===== src/source/alu_data_pkg.sv =====
`default_nettype none

package alu_data_pkg;

	// Operand and result width
	localparam int DATA_W = 32;

	// Shift amount covers 0 to DATA_W-1
	localparam int SHAMT_W = 5;

	// Ripple-carry block size inside the carry-select adder
	localparam int CSEL_BLOCK_W = 4;

	typedef logic [DATA_W-1:0] word_t;

	typedef logic [SHAMT_W-1:0] shamt_t;

endpackage

`default_nettype wire


===== src/source/alu_op_pkg.sv =====
`default_nettype none

package alu_op_pkg;

	localparam int OP_W = 3;

	// Code 7 is unused and yields a zero result
	typedef enum logic [OP_W-1:0] {
		OP_ADD = 3'd0,
		OP_SUB = 3'd1,
		OP_AND = 3'd2,
		OP_OR  = 3'd3,
		OP_NOT = 3'd4,
		OP_SLL = 3'd5,
		OP_SRA = 3'd6
	} alu_op_t;

endpackage

`default_nettype wire


===== src/source/alu_operand_if.sv =====
`timescale 1ns/1ns
`default_nettype none

interface alu_operand_if;

	alu_data_pkg::word_t a;
	alu_data_pkg::word_t b;
	alu_data_pkg::shamt_t shamt;
	alu_op_pkg::alu_op_t op;
	logic valid;

	modport source (
		output a,
		output b,
		output shamt,
		output op,
		output valid
	);

	modport sink (
		input a,
		input b,
		input shamt,
		input op,
		input valid
	);

endinterface

`default_nettype wire


===== src/source/add_sub_unit.sv =====
`timescale 1ns/1ns
`default_nettype none

module add_sub_unit (
	alu_operand_if.sink ops,
	output alu_data_pkg::word_t arith_result,
	output logic lt,
	output logic ne
);

	// One ripple-carry block, returns {carry out, sum}
	function automatic logic [alu_data_pkg::CSEL_BLOCK_W:0] ripple_add(
		input logic [alu_data_pkg::CSEL_BLOCK_W-1:0] x,
		input logic [alu_data_pkg::CSEL_BLOCK_W-1:0] y,
		input logic cin
	);
		logic [alu_data_pkg::CSEL_BLOCK_W-1:0] s;
		logic c;
		c = cin;
		for (int i = 0; i < alu_data_pkg::CSEL_BLOCK_W; i++) begin
			s[i] = x[i] ^ y[i] ^ c;
			c = (x[i] & y[i]) | ((x[i] ^ y[i]) & c);
		end
		return {c, s};
	endfunction

	logic is_sub;
	alu_data_pkg::word_t b_eff;
	alu_data_pkg::word_t sum;

	// Carry into each block, block 0 takes the subtract carry
	logic [alu_data_pkg::DATA_W / alu_data_pkg::CSEL_BLOCK_W - 1:0] carry;

	logic sign_a;
	logic sign_b;
	logic sign_d;
	logic both_pos_neg;
	logic neg_pos;
	logic both_neg_neg;
	logic lt_raw;
	logic ne_raw;

	assign is_sub = (ops.op == alu_op_pkg::OP_SUB);

	// Subtract as a + ~b + 1
	assign b_eff = is_sub ? ~ops.b : ops.b;
	assign carry[0] = is_sub;

	genvar g;
	generate
		for (g = 0; g < alu_data_pkg::DATA_W / alu_data_pkg::CSEL_BLOCK_W; g++) begin : g_csel
			logic [alu_data_pkg::CSEL_BLOCK_W:0] with_c0;
			logic [alu_data_pkg::CSEL_BLOCK_W:0] with_c1;

			// Both candidate sums ready before the carry arrives
			assign with_c0 = ripple_add(
				ops.a[g*alu_data_pkg::CSEL_BLOCK_W +: alu_data_pkg::CSEL_BLOCK_W],
				b_eff[g*alu_data_pkg::CSEL_BLOCK_W +: alu_data_pkg::CSEL_BLOCK_W],
				1'b0
			);
			assign with_c1 = ripple_add(
				ops.a[g*alu_data_pkg::CSEL_BLOCK_W +: alu_data_pkg::CSEL_BLOCK_W],
				b_eff[g*alu_data_pkg::CSEL_BLOCK_W +: alu_data_pkg::CSEL_BLOCK_W],
				1'b1
			);

			assign sum[g*alu_data_pkg::CSEL_BLOCK_W +: alu_data_pkg::CSEL_BLOCK_W] =
				carry[g] ? with_c1[alu_data_pkg::CSEL_BLOCK_W-1:0]
				         : with_c0[alu_data_pkg::CSEL_BLOCK_W-1:0];

			if (g < alu_data_pkg::DATA_W / alu_data_pkg::CSEL_BLOCK_W - 1) begin : g_carry
				assign carry[g+1] = carry[g] ? with_c1[alu_data_pkg::CSEL_BLOCK_W]
				                             : with_c0[alu_data_pkg::CSEL_BLOCK_W];
			end
		end
	endgenerate

	assign arith_result = sum;

	// Signed less-than from the operand signs and the difference sign
	assign sign_a = ops.a[alu_data_pkg::DATA_W-1];
	assign sign_b = ops.b[alu_data_pkg::DATA_W-1];
	assign sign_d = sum[alu_data_pkg::DATA_W-1];

	assign both_pos_neg = ~sign_a & ~sign_b & sign_d;
	assign neg_pos = sign_a & ~sign_b;
	assign both_neg_neg = sign_a & sign_b & sign_d;
	assign lt_raw = both_pos_neg | neg_pos | both_neg_neg;

	// Any nonzero difference bit
	assign ne_raw = |sum;

	// Flags only mean something for a subtract
	assign lt = is_sub & lt_raw;
	assign ne = is_sub & ne_raw;

endmodule

`default_nettype wire


===== src/source/logic_shift_unit.sv =====
`timescale 1ns/1ns
`default_nettype none

module logic_shift_unit (
	alu_operand_if.sink ops,
	output alu_data_pkg::word_t logic_result
);

	alu_data_pkg::word_t and_res;
	alu_data_pkg::word_t or_res;
	alu_data_pkg::word_t not_res;

	alu_data_pkg::word_t sll_16;
	alu_data_pkg::word_t sll_8;
	alu_data_pkg::word_t sll_4;
	alu_data_pkg::word_t sll_2;
	alu_data_pkg::word_t sll_1;

	alu_data_pkg::word_t sra_16;
	alu_data_pkg::word_t sra_8;
	alu_data_pkg::word_t sra_4;
	alu_data_pkg::word_t sra_2;
	alu_data_pkg::word_t sra_1;

	assign and_res = ops.a & ops.b;
	assign or_res = ops.a | ops.b;
	assign not_res = ~ops.a;

	// Left logical, largest stage first
	assign sll_16 = ops.shamt[4] ? {ops.a[15:0], 16'b0} : ops.a;
	assign sll_8 = ops.shamt[3] ? {sll_16[23:0], 8'b0} : sll_16;
	assign sll_4 = ops.shamt[2] ? {sll_8[27:0], 4'b0} : sll_8;
	assign sll_2 = ops.shamt[1] ? {sll_4[29:0], 2'b0} : sll_4;
	assign sll_1 = ops.shamt[0] ? {sll_2[30:0], 1'b0} : sll_2;

	// Right arithmetic, sign bit fills from the top
	assign sra_16 = ops.shamt[4] ? {{16{ops.a[31]}}, ops.a[31:16]} : ops.a;
	assign sra_8 = ops.shamt[3] ? {{8{sra_16[31]}}, sra_16[31:8]} : sra_16;
	assign sra_4 = ops.shamt[2] ? {{4{sra_8[31]}}, sra_8[31:4]} : sra_8;
	assign sra_2 = ops.shamt[1] ? {{2{sra_4[31]}}, sra_4[31:2]} : sra_4;
	assign sra_1 = ops.shamt[0] ? {sra_2[31], sra_2[31:1]} : sra_2;

	always_comb begin
		case (ops.op)
			alu_op_pkg::OP_AND: begin
				logic_result = and_res;
			end
			alu_op_pkg::OP_OR: begin
				logic_result = or_res;
			end
			alu_op_pkg::OP_NOT: begin
				logic_result = not_res;
			end
			alu_op_pkg::OP_SLL: begin
				logic_result = sll_1;
			end
			alu_op_pkg::OP_SRA: begin
				logic_result = sra_1;
			end
			// Arithmetic ops and the spare code
			default: begin
				logic_result = '0;
			end
		endcase
	end

endmodule

`default_nettype wire


===== src/source/result_stage.sv =====
`timescale 1ns/1ns
`default_nettype none

module result_stage (
	input wire logic clk,
	input wire logic clr,
	alu_operand_if.sink ops,
	input wire alu_data_pkg::word_t arith_result,
	input wire alu_data_pkg::word_t logic_result,
	input wire logic lt_in,
	input wire logic ne_in,
	output alu_data_pkg::word_t result,
	output logic lt,
	output logic ne,
	output logic out_valid
);

	alu_data_pkg::word_t sel_result;

	// Pick the unit that owns this op
	always_comb begin
		case (ops.op)
			alu_op_pkg::OP_ADD,
			alu_op_pkg::OP_SUB: begin
				sel_result = arith_result;
			end
			alu_op_pkg::OP_AND,
			alu_op_pkg::OP_OR,
			alu_op_pkg::OP_NOT,
			alu_op_pkg::OP_SLL,
			alu_op_pkg::OP_SRA: begin
				sel_result = logic_result;
			end
			default: begin
				sel_result = '0;
			end
		endcase
	end

	// Valid pulse follows the strobe by one cycle
	always_ff @(posedge clk or posedge clr) begin
		if (clr) begin
			out_valid <= 1'b0;
		end else begin
			out_valid <= ops.valid;
		end
	end

	// Outputs hold between accepted operations
	always_ff @(posedge clk or posedge clr) begin
		if (clr) begin
			result <= '0;
			lt <= 1'b0;
			ne <= 1'b0;
		end else if (ops.valid) begin
			result <= sel_result;
			lt <= lt_in;
			ne <= ne_in;
		end
	end

endmodule

`default_nettype wire


===== src/source/alu_top.sv =====
`timescale 1ns/1ns
`default_nettype none

module alu_top (
	input wire logic clk,
	input wire logic clr,
	input wire logic in_valid,
	input wire alu_op_pkg::alu_op_t op,
	input wire alu_data_pkg::word_t a,
	input wire alu_data_pkg::word_t b,
	input wire alu_data_pkg::shamt_t shamt,
	output alu_data_pkg::word_t result,
	output logic lt,
	output logic ne,
	output logic out_valid
);

	alu_data_pkg::word_t arith_result;
	alu_data_pkg::word_t logic_result;
	logic lt_comb;
	logic ne_comb;

	alu_operand_if ops ();

	// Operand bundle shared by all three units
	assign ops.a = a;
	assign ops.b = b;
	assign ops.shamt = shamt;
	assign ops.op = op;
	assign ops.valid = in_valid;

	add_sub_unit u_add_sub (
		.ops          (ops.sink),
		.arith_result (arith_result),
		.lt           (lt_comb),
		.ne           (ne_comb)
	);

	logic_shift_unit u_logic_shift (
		.ops          (ops.sink),
		.logic_result (logic_result)
	);

	// Single register stage
	result_stage u_result (
		.clk          (clk),
		.clr          (clr),
		.ops          (ops.sink),
		.arith_result (arith_result),
		.logic_result (logic_result),
		.lt_in        (lt_comb),
		.ne_in        (ne_comb),
		.result       (result),
		.lt           (lt),
		.ne           (ne),
		.out_valid    (out_valid)
	);

endmodule

`default_nettype wire


===== config.mk =====
export PLATFORM = sky130hd
export DESIGN_NAME = alu_top
export DESIGN_NICKNAME = d
export VERILOG_FILES = /design/src/source/alu_data_pkg.sv /design/src/source/alu_op_pkg.sv /design/src/source/alu_operand_if.sv /design/src/source/add_sub_unit.sv /design/src/source/logic_shift_unit.sv /design/src/source/result_stage.sv /design/src/source/alu_top.sv
export SDC_FILE = /design/constraint.sdc
export NUM_CORES = 1
export LEC_CHECK = 0
export BUFFER_PORTS_ARGS = -buffer_cell sky130_fd_sc_hd__buf_2
export CORE_ASPECT_RATIO = 1.25
export CORE_MARGIN = 5
export CORE_UTILIZATION = 65
export CTS_CLUSTER_DIAMETER = 40
export CTS_CLUSTER_SIZE = 16
export DETAILED_ROUTE_END_ITERATION = 10
export PLACE_DENSITY = 0.88
export RECOVER_POWER = 50
export SYNTH_ARGS = -nofsm -noshare
export SYNTH_HDL_FRONTEND = slang
export SYNTH_SLANG_ARGS = --single-unit

===== constraint.sdc =====
create_clock -name clk -period 2 [get_ports clk]
set_input_delay 0.1 -clock clk [delete_from_list [all_inputs] [get_ports clk]]
set_output_delay 0.1 -clock clk [all_outputs]
set_load 0.02 [all_outputs]

==> results.toml, run 1 <==
[run_status]
status = "stopped before the end"
flow.stopped_at = "5_1_grt"
stop_error = "[ERROR GRT-0232] Routing congestion too high. Check the congestion heatmap in the GUI."

[cts]
cts_buffer_depth = 2
ctsRootBufferMaster = "clkbuf_16"
h-tree-depth = 2
numCtsBuffers = 5
cts_sinks = 35

[logic_synthesis]
synth-edff-count = 0
syn_inst = 1014
synthDistinctLibCells = 93
yosysWarnings = 0
synthesis.nets = 1128
ys_ff_latch = 35
async_reset_ff_frac = 1.00
syn_avg_cell_area_sq_um = 8.24
syn_area_sq_mm = 0.00836
yosysSeqAreaShare = 0.105
synth-main-ff-cell = "dfrtp_1"

[global_routing]
grt.total_usage = 0.792
grt_max_degree = 65
grt_overflow_total = 1

[floorplan]
die_h_microns = 137
die_w_microns = 111
io_pins = 110
initial_core_util = 0.660
placementRows = 46

[placement]
dpl-instance-area_sq_mm = 0.0104
place_hpwl_microns = 30300
io_buffers = 109
routabilityCongestion = 1.18
repair_timing:
item | 4_1_cts
buffers inserted | 10
endpoints found under the hold margin | 35
setup endpoints to repair | 31
hold buffers | 1
gates resized for setup | 50
pin swaps | 14
metrics by stage:
stage                     utilization  worst slack [ns]  hold WS [ns]  instances
after floorplan                     -             -9.59         0.131       1014
after global placement          0.823             -9.49         0.224       1395
after detailed placement        0.823             -9.80         0.232       1395
after CTS                       0.861             -9.33         0.220       1414
synth_stat cells, types with 24 or more instances:
| cell | count | area share |
|---|---|---|
| nor2_1 | 85 | 0.038 |
| nand2_1 | 82 | 0.037 |
| mux2i_1 | 63 | 0.075 |
| clkbuf_1 | 62 | 0.028 |
| mux4_2 | 45 | 0.12 |
| buf_2 | 39 | 0.023 |
| a21oi_1 | 35 | 0.021 |
| dfrtp_1 | 35 | 0.10 |
| o211ai_1 | 33 | 0.030 |
| xnor2_1 | 33 | 0.035 |
| inv_1 | 31 | 0.014 |
| o21ai_0 | 31 | 0.019 |
| nand3_1 | 27 | 0.016 |
| maj3_1 | 25 | 0.030 |
| nor3_1 | 24 | 0.014 |
per-layer routing:
layer	global-route usage	overflow
met1	0.763	0
met2	0.920	1
met3	0.705	0
met4	0.807	0
met5	0.447	0
kinds of logic after synthesis:
family,share of synthesized area
AO/OA/AOI/OAI,0.237
XOR/XNOR,0.0425
adder cells (fa/ha/maj),0.109
buffers and inverters,0.0876
flip-flops,0.105
multiplexers,0.236
AND/OR/NAND/NOR,0.184
==> inputs of run 2 (changes only) <==
- CORE_ASPECT_RATIO: 1.25 -> not set
- CORE_UTILIZATION: 65 -> 40
- CTS_CLUSTER_DIAMETER: 40 -> not set
- CTS_CLUSTER_SIZE: 16 -> not set
- PLACE_DENSITY: 0.88 -> not set
- PLACE_DENSITY_LB_ADDON: not set -> 0.15
==> results.toml, run 2 <==
[cts]
cts_sinks = 35
numCtsBuffers = 5
ctsRootBufferMaster = "clkbuf_16"
clkTransAtPathRegs_ns = 0.06
cts_buffer_depth = 2
h-tree-depth = 2
clock_latency_ns = 0.29
cts_tree = "built"

[logic_synthesis]
synthDistinctLibCells = 93
yosysMostFrequentCell = "nor2_1"
ys_top_cells_by_area = "mux4_2 12%, dfrtp_1 10%, mux2i_1 7.5%, fa_1 5.5%, nor2_1 3.8%"
syn_area_sq_mm = 0.00836
ys_ff_latch = 35
synth-edff-count = 0
synth_top_area_cell = "mux4_2"
syn_inst = 1014
synth-main-ff-cell = "dfrtp_1"
yosysWarnings = 0
async_reset_ff_frac = 1.00
synthTopCellsByCount = "85 x nor2_1, 82 x nand2_1, 63 x mux2i_1, 62 x clkbuf_1, 45 x mux4_2"
synth_top_cell_area_share = 0.121
yosysSeqAreaShare = 0.105
synthesis.nets = 1128
syn_avg_cell_area_sq_um = 8.24

[final_layout]
diodes = 0
largest_reg_flops = 32
layout_common_cells = "290 x buf_4, 104 x buf_2, 82 x nor2_1, 73 x nand2_1, 59 x mux2i_1"
fin_cells = 1584
final_util = 0.581
drive_gt1_frac = 0.460
area_delta_synth_final_pct = 42.0
final_common_cell = "buf_4"
nFillCells = 1922
fin_nets = 1427
regMostFlops = "u_result.result"

[sta]
min_period_ns = 11.33
fin_ws_ns = -9.33
fin_hold_ws_ns = 0.262
hold_violations = 0
slew_violations = 0
worst_pin_slew_ns = 0.918
fin_skew_ns = 0
max_slew_margin = 0.388
rsz0062_at_grt = "yes"
fmax_mhz = 88.3
setup_violations = 31
finalCritPeriodShare = 5.67

[floorplan]
die-area_sq_mm = 0.0239
die_h_microns = 155
placementRows = 52
io_pins = 110
die_w_microns = 155
initial_core_util = 0.409
core-area_sq_mm = 0.0204

[hold_path]
holdPathStages = 3
min_path_type = "in2reg"

[global_routing]
grt_pass1_wl_microns = 64100
antenna_found_initial = 0
grt_pass1_vias = 10185
grt_max_degree = 65
grt.total_usage = 0.349
grt_overflow_total = 0

[power_and_ir_drop]
p_sw_uw = 2370
seqPwrFrac = 0.160
power_frac_comb = 0.647
p_clk_frac = 0.193
power.density_mw_per_mm2 = 465
leakage_uw = 0.00497
power_uw = 5520
swShare = 0.430
intPower_uw = 3150
vdd_drop_max_mv = 0.261

[detailed_routing]
drc_errors = 0
drtAntennaViolNets = 0
detail_route.wl_per_cell_microns = 26.9
wl_microns = 42700
drt_iter0_drc = 1281
via_per_inst = 6.43
first_pass_iters = 6
vias = 10188

[placement]
place_hpwl_microns = 33700
io_buffers = 109
place_inst = 1565
pre_cts_ws_ns = -9.66
routabilityCongestion = 1.02

[run_status]
violations = "setup timing"
status = "finished with violations"

[critical_path]
worst-setup-path-type = "in2reg"
cp_slowest_stage_delay_ns = 0.56
cp_slowest_cell = "fa_2"
worst_ep_required_time_ns = 2.18
critPathArrivalTime_ns = 11.51
start_kind = "input pin"
r2r_cells = 3
worstPathMaxFanout = 3
cp-end-kind = "register"
critPathMostFrequentCell = "fa_2"

[job]
maxCapViolCount = 0
## run 2: routing by layer
metal / up-vias / routed length [microns] / track usage
met4: 0 / 2180 / 0.140
met1: 4915 / 17000 / 0.474
met5: - / 0 / 0
met2: 682 / 18700 / 0.544
li1: 4447 / - / -
met3: 144 / 4790 / 0.0726
## run 2: layout make-up
cell class	count	area (sq um)	area share
repair buffers	415	3000	0.253
clock inverters	3	67.6	0.00570
inverters	36	135	0.0114
clock buffers	5	125	0.0105
flip-flops and latches	35	876	0.0738
well taps	270	338	0.0285
multi-input cells	820	7320	0.617
## run 2: cells by family after synthesis
kind of cell,count (synthesis),synth area share
muxes,137,0.236
and+or+nand+nor,310,0.184
AOI/OAI and AO/OA,270,0.237
xor gates and xnor gates,39,0.0425
buffers and inverters,159,0.0876
DFF,35,0.105
adders and majority gates,64,0.109
## run 2: path summary, 6_finish.rpt
check | start | to | slack (ns)
worst max-delay path | op[2] | u_result.result[30] | -9.33
worst max register to register | u_result.result[12] | u_result.result[12] | 1.02
max in group asynchronous | clr | u_result.lt | 0.80
worst min-delay path | b[31] | u_result.lt | 0.26
worst min register to register | u_result.result[6] | u_result.result[6] | 0.51
min in group asynchronous | clr | u_result.result[6] | 0.63
## run 2: critical path: cells and delay by family
| family | cells | cell delay (ns) |
|---|---|---|
| xor+xnor | 1 | 0.15 |
| simple gates | 6 | 0.57 |
| buf+inv | 1 | 0.10 |
| compound gates | 7 | 0.98 |
| mux | 4 | 0.70 |
| fa+ha+maj | 23 | 8.86 |
## run 2: per-stage QoR
step | TNS [ns] | instance area, sq um
floorplan | -166.80 | 8500
global placement | -171.32 | 11100
detailed placement | -173.86 | 11100
CTS | -160.19 | 11700
global route | -167.60 | 11900
finish | -161.04 | 11900
## run 2: what timing repair did
item | in CTS | in global routing
hold buffers | 1 | 0
hold endpoints to repair | 35 | 0
endpoints found under the setup margin | 32 | 33
pin swaps | 30 | 17
buffers inserted | 6 | 4
gates resized for setup | 73 | 19
## run 2: power by group through the flow
stage / registers [uW] / logic (uW) / clock network [uW]
floorplan: 1010 / 1640 / 0
global placement: 889 / 3200 / 0
detailed placement: 895 / 3200 / 0
CTS: 884 / 3420 / 1080
global route: 900 / 3760 / 1100
finish: 884 / 3570 / 1070
(Power assumes the default switching activity.)
